$ cat config.mk
export PLATFORM = sky130hd
export DESIGN_NAME = branch_predictor_top
export DESIGN_NICKNAME = d
export VERILOG_FILES = /design/src/bp_pkg.sv /design/src/branch_resolve.sv /design/src/update_queue.sv /design/src/history_table.sv /design/src/branch_predictor_top.sv
export VERILOG_INCLUDE_DIRS = /design/src
export SDC_FILE = /design/constraint.sdc
export NUM_CORES = 1
export LEC_CHECK = 0
export ABC_AREA = 1
export ABC_CLOCK_PERIOD_IN_PS = 4750
export BUFFER_PORTS_ARGS = -buffer_cell sky130_fd_sc_hd__buf_2
export CAP_MARGIN = 25
export CELL_PAD_IN_SITES_DETAIL_PLACEMENT = 0
export CELL_PAD_IN_SITES_GLOBAL_PLACEMENT = 1
export CORE_UTILIZATION = 49
export CTS_CLUSTER_DIAMETER = 100
export DETAILED_ROUTE_END_ITERATION = 12
export PLACE_DENSITY = 0.93
export SETUP_SLACK_MARGIN = 0.15
export SYNTH_ARGS = -nofsm -noshare
export SYNTH_HDL_FRONTEND = slang
export SYNTH_SLANG_ARGS = --single-unit
$ cat constraint.sdc
create_clock -name clk -period 4.75 [get_ports clk]
set_input_delay 0.2375 -clock clk [delete_from_list [all_inputs] [get_ports clk]]
set_output_delay 0.2375 -clock clk [all_outputs]
set_load 0.02 [all_outputs]
$ cat src/bp_defines.svh
// branch predictor sizes, include in any file that needs index, history, queue or counter widths
`ifndef BP_DEFINES_SVH
`define BP_DEFINES_SVH

`define BP_IDX_W        4   // table index, 16 entries
`define BP_HIST_W       4   // local history bits, prediction rule assumes 4
`define BP_QUEUE_DEPTH  4   // update queue entries, power of two
`define BP_CNT_W        16  // mispredict counter, wraps

`endif

$ cat src/bp_pkg.sv
// shared branch predictor types and the history to prediction rule, import where needed
`include "bp_defines.svh"

package bp_pkg;

    // one resolved branch as reported by execute
    typedef struct packed {
        logic                 valid;
        logic [`BP_IDX_W-1:0] idx;
        logic                 predicted;
        logic                 taken;
    } bp_resolve_t;

    // one pending history shift for the table
    typedef struct packed {
        logic [`BP_IDX_W-1:0] idx;
        logic                 taken;
    } bp_update_t;

    // bit 0 of hist is the newest outcome
    function automatic logic bp_predict(input logic [`BP_HIST_W-1:0] hist);
        logic [2:0] ones;
        logic       pred;
        ones = 3'(hist[0]) + 3'(hist[1]) + 3'(hist[2]) + 3'(hist[3]);
        case (hist)
            // repeating patterns that lead into a taken branch
            4'b1111,
            4'b0101,
            4'b1100,
            4'b1001: begin
                pred = 1'b1;
            end
            // patterns that lead into a not taken branch
            4'b0000,
            4'b1010,
            4'b0110,
            4'b0011: begin
                pred = 1'b0;
            end
            default: begin
                pred = (ones >= 3'd3); // majority of recent outcomes
            end
        endcase
        return pred;
    endfunction

endpackage

$ cat src/branch_resolve.sv
// resolve stage: registers two execute slots, packs them into queue pushes, counts mispredicts
`timescale 1ns/1ps
`include "bp_defines.svh"

module branch_resolve
    import bp_pkg::*;
(
    input  logic                 clk,
    input  logic                 reset,
    input  bp_resolve_t          res0,
    input  bp_resolve_t          res1,
    output bp_update_t           push0,
    output bp_update_t           push1,
    output logic                 push0_en,
    output logic                 push1_en,
    output logic [1:0]           mispredict,
    output logic [`BP_CNT_W-1:0] mispredict_count
);

    bp_update_t           slot0_upd;
    bp_update_t           slot1_upd;
    bp_update_t           push0_d;
    bp_update_t           push1_d;
    logic                 push0_en_d;
    logic                 push1_en_d;
    logic [1:0]           miss_d;
    logic [`BP_CNT_W-1:0] miss_add;

    assign slot0_upd = '{idx: res0.idx, taken: res0.taken};
    assign slot1_upd = '{idx: res1.idx, taken: res1.taken};

    // compact valid slots so push0 always carries the older one
    always_comb begin
        push0_d    = slot0_upd;
        push1_d    = slot1_upd;
        push0_en_d = res0.valid | res1.valid;
        push1_en_d = res0.valid & res1.valid;
        if (!res0.valid) begin
            push0_d = slot1_upd; // slot 1 alone moves down
        end
    end

    // mispredict stays per slot, not compacted
    assign miss_d[0] = res0.valid & (res0.predicted ^ res0.taken);
    assign miss_d[1] = res1.valid & (res1.predicted ^ res1.taken);
    assign miss_add  = `BP_CNT_W'(miss_d[0]) + `BP_CNT_W'(miss_d[1]);

    always_ff @(posedge clk) begin
        if (reset) begin
            push0_en         <= 1'b0;
            push1_en         <= 1'b0;
            mispredict       <= 2'b00;
            mispredict_count <= '0;
        end else begin
            push0_en         <= push0_en_d;
            push1_en         <= push1_en_d;
            mispredict       <= miss_d;
            mispredict_count <= mispredict_count + miss_add; // wraps
        end
    end

    // payload only matters with its strobe
    always_ff @(posedge clk) begin
        push0 <= push0_d;
        push1 <= push1_d;
    end

endmodule

$ cat src/update_queue.sv
// two-in one-out circular buffer between the resolve stage and the history table
`timescale 1ns/1ps
`include "bp_defines.svh"

module update_queue
    import bp_pkg::*;
#(
    parameter int DEPTH = `BP_QUEUE_DEPTH
) (
    input  logic       clk,
    input  logic       reset,
    input  bp_update_t push0,
    input  bp_update_t push1,
    input  logic       push0_en,
    input  logic       push1_en,
    output bp_update_t upd,
    output logic       upd_en,
    output logic       resolve_stall
);

    localparam int PTR_W = $clog2(DEPTH);
    localparam int CNT_W = $clog2(DEPTH + 1);

    bp_update_t       mem [DEPTH];
    logic [PTR_W-1:0] wr_ptr;
    logic [PTR_W-1:0] rd_ptr;
    logic [CNT_W-1:0] count;
    logic [1:0]       n_push;
    logic [CNT_W:0]   used;

    assign n_push = {1'b0, push0_en} + {1'b0, push1_en};

    // head is always visible, table takes it every cycle
    assign upd    = mem[rd_ptr];
    assign upd_en = (count != '0);

    // entries held plus pushes arriving at the next edge
    assign used          = {1'b0, count} + (CNT_W + 1)'(n_push);
    assign resolve_stall = (used > (CNT_W + 1)'(DEPTH - 2)); // under two free

    always_ff @(posedge clk) begin
        if (push0_en) begin
            mem[wr_ptr] <= push0;
        end
        if (push1_en) begin
            mem[wr_ptr + PTR_W'(push0_en)] <= push1;
        end
    end

    always_ff @(posedge clk) begin
        if (reset) begin
            wr_ptr <= '0;
            rd_ptr <= '0;
            count  <= '0;
        end else begin
            wr_ptr <= wr_ptr + PTR_W'(n_push); // pointers wrap at DEPTH
            if (upd_en) begin
                rd_ptr <= rd_ptr + PTR_W'(1);
            end
            count <= count + CNT_W'(n_push) - CNT_W'(upd_en);
        end
    end

endmodule

$ cat src/history_table.sv
// local history table with one fetch and two decode prediction ports and one update port
`timescale 1ns/1ps
`include "bp_defines.svh"

module history_table
    import bp_pkg::*;
(
    input  logic                 clk,
    input  logic                 reset,
    input  logic [`BP_IDX_W-1:0] fetch_idx,
    input  logic [`BP_IDX_W-1:0] dec0_idx,
    input  logic [`BP_IDX_W-1:0] dec1_idx,
    input  bp_update_t           upd,
    input  logic                 upd_en,
    output logic                 fetch_pred,
    output logic                 dec0_pred,
    output logic                 dec1_pred
);

    localparam int ENTRIES = 1 << `BP_IDX_W;

    logic [`BP_HIST_W-1:0] hist [ENTRIES];
    logic [`BP_HIST_W-1:0] fetch_hist;
    logic [`BP_HIST_W-1:0] dec0_hist;
    logic [`BP_HIST_W-1:0] dec1_hist;
    logic [`BP_HIST_W-1:0] upd_hist;

    // oldest outcome falls off the top
    assign upd_hist = {hist[upd.idx][`BP_HIST_W-2:0], upd.taken};

    always_ff @(posedge clk) begin
        if (reset) begin
            for (int i = 0; i < ENTRIES; i++) begin
                hist[i] <= '0; // all not taken
            end
        end else if (upd_en) begin
            hist[upd.idx] <= upd_hist;
        end
    end

    // reads see the table before this cycle's write
    assign fetch_hist = hist[fetch_idx];
    assign dec0_hist  = hist[dec0_idx];
    assign dec1_hist  = hist[dec1_idx];

    assign fetch_pred = bp_predict(fetch_hist);
    assign dec0_pred  = bp_predict(dec0_hist);
    assign dec1_pred  = bp_predict(dec1_hist);

endmodule

$ cat src/branch_predictor_top.sv
// branch direction predictor top: resolve stage feeding the update queue feeding the history table
`timescale 1ns/1ps
`include "bp_defines.svh"

module branch_predictor_top
    import bp_pkg::*;
(
    input  logic                 clk,
    input  logic                 reset,
    input  bp_resolve_t          res0,
    input  bp_resolve_t          res1,
    input  logic [`BP_IDX_W-1:0] fetch_idx,
    input  logic [`BP_IDX_W-1:0] dec0_idx,
    input  logic [`BP_IDX_W-1:0] dec1_idx,
    output logic                 fetch_pred,
    output logic                 dec0_pred,
    output logic                 dec1_pred,
    output logic [1:0]           mispredict,
    output logic [`BP_CNT_W-1:0] mispredict_count,
    output logic                 resolve_stall
);

    bp_update_t push0;
    bp_update_t push1;
    logic       push0_en;
    logic       push1_en;
    bp_update_t upd;
    logic       upd_en;

    branch_resolve resolve0 (
        .clk              (clk),
        .reset            (reset),
        .res0             (res0),
        .res1             (res1),
        .push0            (push0),
        .push1            (push1),
        .push0_en         (push0_en),
        .push1_en         (push1_en),
        .mispredict       (mispredict),
        .mispredict_count (mispredict_count)
    );

    update_queue #(
        .DEPTH (`BP_QUEUE_DEPTH)
    ) queue0 (
        .clk           (clk),
        .reset         (reset),
        .push0         (push0),
        .push1         (push1),
        .push0_en      (push0_en),
        .push1_en      (push1_en),
        .upd           (upd),
        .upd_en        (upd_en),
        .resolve_stall (resolve_stall)
    );

    history_table table0 (
        .clk        (clk),
        .reset      (reset),
        .fetch_idx  (fetch_idx),
        .dec0_idx   (dec0_idx),
        .dec1_idx   (dec1_idx),
        .upd        (upd),
        .upd_en     (upd_en),
        .fetch_pred (fetch_pred),
        .dec0_pred  (dec0_pred),
        .dec1_pred  (dec1_pred)
    );

endmodule

; Word-level counts from Yosys, hierarchy flattened
; Memories as Yosys holds them, arrays and structs flattened. A register that Yosys moved wholly into a read port is not among the register bits.
; Index checks and enable logic that the tools add are counted.
[classes]
mux = 18
shifts = 0
n_addsub = 18
bitwise_logic = 6
multipliers = 0
n_reduce_logical = 11
div_mod_pow = 0
order_cmp = 4
n_eq_ne = 21
[op_table]
columns = op, count
row1 = $eq A4 B4 Y1 const B, 12
row2 = $reduce_or A4 Y1, 7
row3 = $eq A4 B3 Y1 const B, 6
row4 = $add A3 B1 Y3, 6
row5 = $add A16 B16 Y16, 1
row6 = $eq A4 B2 Y1 const B, 3
row7 = $logic_not A4 Y1, 3
row8 = $add A1 B1 Y2, 5
row9 = $mux W1, 10
row10 = $ge A3 B2 Y1 const B, 3
row11 = $mux W4, 2
row12 = $pmux W1 S2, 3
row13 = $mux W5, 1
row14 = $add A3 B2 Y4, 1
row15 = $gt A4 B2 Y1 const B, 1
row16 = $mux W2, 2
row17 = $add A3 B2 Y3, 1
row18 = $and A1 B1 Y1, 3
row19 = $reduce_bool A3 Y1, 1
row20 = $sub A3 B1 Y3, 1
row21 = $add A2 B1 Y2, 1
row22 = $add A2 B1 Y2 const B, 1
row23 = $add A2 B2 Y2, 1
row24 = $xor A1 B1 Y1, 2
row25 = $or A1 B1 Y1, 1
[totals]
in_bits = 28
ramBits = 84
latchBits = 0
n_memories = 2
romBits = 0
word_cells = 91
ff_bits = 37
[mem_list]
columns = name, depth, width, rd, rd_clocked_by_memory_dff, wr, line_no
row1 = table0.hist, 16, 4, 4, 0, 16, history_table.sv:22  ; logic [`BP_HIST_W-1:0] hist [ENTRIES];
row2 = queue0.mem, 4, 5, 1, 1, 2, update_queue.sv:24  ; bp_update_t mem [DEPTH];

; Depth between registers and ports, before layout
[logic_depth]
depth_word = 6
depth_mapped = 20
depth_no_buf = 19

; By module
; Synthesis repeated with hierarchy kept, for this count alone.
[unflattened]
cells_unflattened = 1121
area_unflattened_um2 = 8165.3
[by_module_without_submodules]
columns = module, cells_per_inst, area_each_um2, instances, seq_area_each_um2
row1 = history_table, 749, 5272.6, 1, 1921.8
row2 = update_queue, 213, 1700.4, 1, 780.7
row3 = branch_resolve, 159, 1192.4, 1, 600.6

; Worst setup path after synthesis
; No wires, ideal clock.
[synth_timing]
path_kind = in2out
startpoint = input port dec1_idx[1]
endpoint = output port dec1_pred
t_arrival_ns = 2.821
path_slack_ns = 1.692
cell_stages = 19
required_ns = 4.513
cell_sequence = clkbuf_1 clkbuf_1 o21ai_0 a21oi_1 o221ai_1 nand2_1 inv_1 ha_1 inv_1 fa_1 inv_1 ha_1 inv_1 nor3_1 or2_2 inv_1 a21oi_1 nand2_1 nand2_1
[synth_between]
elab_chain_len = 6
[synth_rtl]
columns = item, line_no
row1 = "start, declared", branch_predictor_top.sv:14  ; input logic [`BP_IDX_W-1:0] dec1_idx,
row2 = $mem_v2 Z16 W4 (*), --
row3 = $add A1 B1 Y2, bp_pkg.sv:24  ; ones = 3'(hist[0]) + 3'(hist[1]) + 3'(hist[2]) + 3'(hist[3]);
row4 = $add A3 B1 Y3 (2 in a row), bp_pkg.sv:24
row5 = $ge A3 B2 Y1, bp_pkg.sv:41  ; pred = (ones >= 3'd3);
row6 = $pmux W1 S2 (*), bp_pkg.sv:25  ; case (hist)
row7 = "end, declared", branch_predictor_top.sv:17  ; output logic dec1_pred,
; Mark *: on every way between the ends. The rest lies on a longest branch, timed or not.

==> flow_summary.toml <==
[run_status]
status = "complete, no violations"

[synthesis]
synth_area_leaders = "edfxtp_1 32%, nand2_1 14%, dfxtp_1 9.8%"
synthCells = 1092
netlist.area_leader.share_pct = 31.5
synth_edf_count = 84
ys_seq_area_share_pct = 41.3
synth_area_um2 = 8000
postSynthAreaPerCell_um2 = 7.33
ys_warn_count = 0
synthesis.nets = 1155
ys_types = 39
yosysTopAreaCell = "edfxtp_1"
synthArstFlopShare_pct = 0
ys_ff_latch = 123
synth_top_flop_cell = "edfxtp_1"

[routing]
wl_per_cell_um = 15.7
remaining_drc_errors = 0
wl_mm = 21.2
ant_nets = 0
drtPass1Iterations = 7
drt-initial-drc-count = 650
num_vias = 7396
vias_per_cell = 5.48

[global_routing]
top_usage_layer = "met2"
grt_pass1_wl_mm = 33.9
grt_overflow = 0
grtUsageMet3_pct = 4.47
grt.met1_usage_pct = 33.5
antenna_found_initial = 0
track_usage_pct = 26.4
grt_pass1_vias = 6740
grt_max_degree = 42
grtUsageMet2_pct = 43.9

[clock_tree]
htreeDepth = 4
cts_tree = "built"
cts_hold_buf = 5
clk_pin_slew_ns = 0.05
cts-buffers-inserted = 17
clkSinkCount = 123
root_buffer = "clkbuf_16"
postCtsSetupBuffers = 0
cts.path.max_buffers = 2
ctsResizeCount = 0
insertion_delay_ns = 0.41

[placement]
gp_congestion = 0.927
hpwl_mm = 15.1
io_buffers = 49

[worst_setup_path]
critical-path-max-stage-delay_ns = 0.45
worst-setup-path-type = "reg -> out"
cp-startpoint = "table0.hist[13][1]"
critPathArrivalTime_ns = 3.26
ff2ff_path_depth = 11
crit_required_ns = 4.51
crit_top_cell = "inv_1"
endpoint_kind = "output port"
slowest_stage = "edfxtp_1"
crit_fanout = 4
crit_chain = "inv_1, a21oi_1, o21ai_0, o21ai_0, o221ai_1, nand2_1, inv_1, ha_1, inv_1, fa_1, inv_1, ha_1, inv_1, nor3_1, or2_2, inv_1, a21oi_1, nand2_1, nand2_1, buf_2"
start_kind = "flip-flop"

[hold_path]
worstHoldStart = "res0[4]"
worstHoldPathType = "in -> reg"
hold_depth = 3

[pwr]
seq_power_share_pct = 33.5
internal-power_w = 0.00248
p_sw_share_pct = 39.6
powerDensity_nw_per_um2 = 459
p_leak_nw = 3.97
switching_power_w = 0.00162
peakVddDrop_mv = 0.325
p_comb_share_pct = 35.5
clockPowerShare_pct = 31.0

[floorplan]
rows = 46
initial_core_util_pct = 50.4
die_w_um = 130
ioPinCount = 50
fp.coreArea_um2 = 15900
die_height_um = 130
die_area_um2 = 16800

[finish]
fillers = 1505
multiInputGateArea_um2 = 4000
area_growth_pct = 11.6
num_antenna_cells = 0
nets = 1184
drive_gt1_share_pct = 10.1
register_area_um2 = 3300

[timing]
setup_tns_ns = 0
hold_viol_final = 0
finalCritPeriodShare_pct = 73.6
worst_slew_pin_slew_ns = 0.836
finalSetupViolations = 0
skew_ns = 0.0111
max_freq_mhz = 286
drv_slew = 0
period_needed_ns = 3.49
slew_headroom_pct = 43.8
rsz0062_at_grt = "no"
whs_ns = 0.0177

[run]
maxCapViolations = 0
[power groups by stage]
stage / combinational [W] / sequential (W) / clock, W
after floorplan: 0.00119 / 0.00135 / 0
after detailed placement: 0.00144 / 0.00139 / 0
after CTS: 0.00146 / 0.00137 / 0.00128
final: 0.00145 / 0.00137 / 0.00127
after global placement: 0.00143 / 0.00139 / 0
after global routing: 0.00164 / 0.00139 / 0.00133
[cells in the mapped netlist (all sizes together), types with 6 or more instances]
library cell / n
a21oi: 50
buf: 18
clkbuf: 30
dfxtp: 39
edfxtp: 84
fa: 6
ha: 29
inv: 116
nand2: 302
nand3: 129
nor2: 117
nor3: 14
o21ai: 115
o221ai: 13
or2: 7
[cell families (layout without fill, tap and decap cells)]
kind of cell	after synthesis	after routing	synth area share (%)
DFF	123	123	41.3
adders and majority gates	35	35	6.04
buffers and inverters	167	209	8.77
xor gates and xnor gates	4	4	0.438
AOI/OAI and AO/OA	186	186	12.5
and+or+nand+nor	577	577	30.9
[final timing paths]
check        slack [ns]           endpoint
max                1.26          dec1_pred
min                0.02  resolve0.push0[3]
max reg2reg        1.92  table0.hist[4][3]
min reg2reg        0.47          flip-flop
[per-stage QoR]
step | setup WS, ns | total power, W | instance area, um^2 | utilization [%] | cells
floorplan | 1.69 | 0.00254 | 8000 | - | 1092
global placement | 1.39 | 0.00282 | 8290 | 52.2 | 1313
detailed placement | 1.31 | 0.00283 | 8290 | 52.2 | 1313
CTS | 1.24 | 0.00411 | 8930 | 56.2 | 1350
global route | 0.916 | 0.00435 | 8930 | 56.2 | 1350
finish | 1.26 | 0.00410 | 8930 | 56.2 | 1350
[worst max-delay path: cells and delay by family (launching register included)]
family,cells,cell delay (ns)
adder cells (fa/ha/maj),3,0.87
AND/OR/NAND/NOR,5,0.54
buffers and inverters,7,0.51
AO/OA/AOI/OAI,5,0.46
flip-flops,1,0.45
[area by class of cell]
cell class | count | area share [%]
multi-input cells | 802 | 44.8
flip-flops and latches | 123 | 37.0
inverters | 119 | 5.03
clock buffers | 19 | 4.85
repair buffers | 58 | 3.64
well taps | 216 | 3.03
clock inverters | 13 | 1.70
[metal layers]
layer | vias up | wire length, um | share of wire (%)
li1 | 3679 | - | -
met1 | 3341 | 8970 | 42
met2 | 327 | 10000 | 47
met3 | 49 | 1510 | 7.1
met4 | 0 | 756 | 3.6
met5 | - | 0 | 0
[sequential cells by signal, summed over array words and instances, names as in the netlist, named ones only]
name,cells
queue0.wr_ptr,2
resolve0.push0_en,1
resolve0.mispredict_count,16
resolve0.push0,5
resolve0.push1_en,1
queue0.rd_ptr,2
queue0.count,3
resolve0.mispredict,2
queue0.mem,20
table0.hist,64
resolve0.push1,5
[layout by cell type (no fill, tap or decap), drive strengths merged]
cell type / count
ha: 29
xor2: 2
nor4: 2
edfxtp: 84
dfxtp: 39
nor2: 117
and3: 1
or2: 7
o31ai: 3
clkinvlp: 4
clkbuf: 19
xnor2: 2
o21ai: 115
a32o: 1
clkinv: 9
o221ai: 13
buf: 53
nand3: 129
nand2: 302
fa: 6
bufinv: 3
o211ai: 3
nand4: 3
o21a: 1
nor3b: 1
a21oi: 50
inv: 116
dlygate4sd3: 5
or3: 1
nor3: 14
Power figures use the tool's default switching activity.
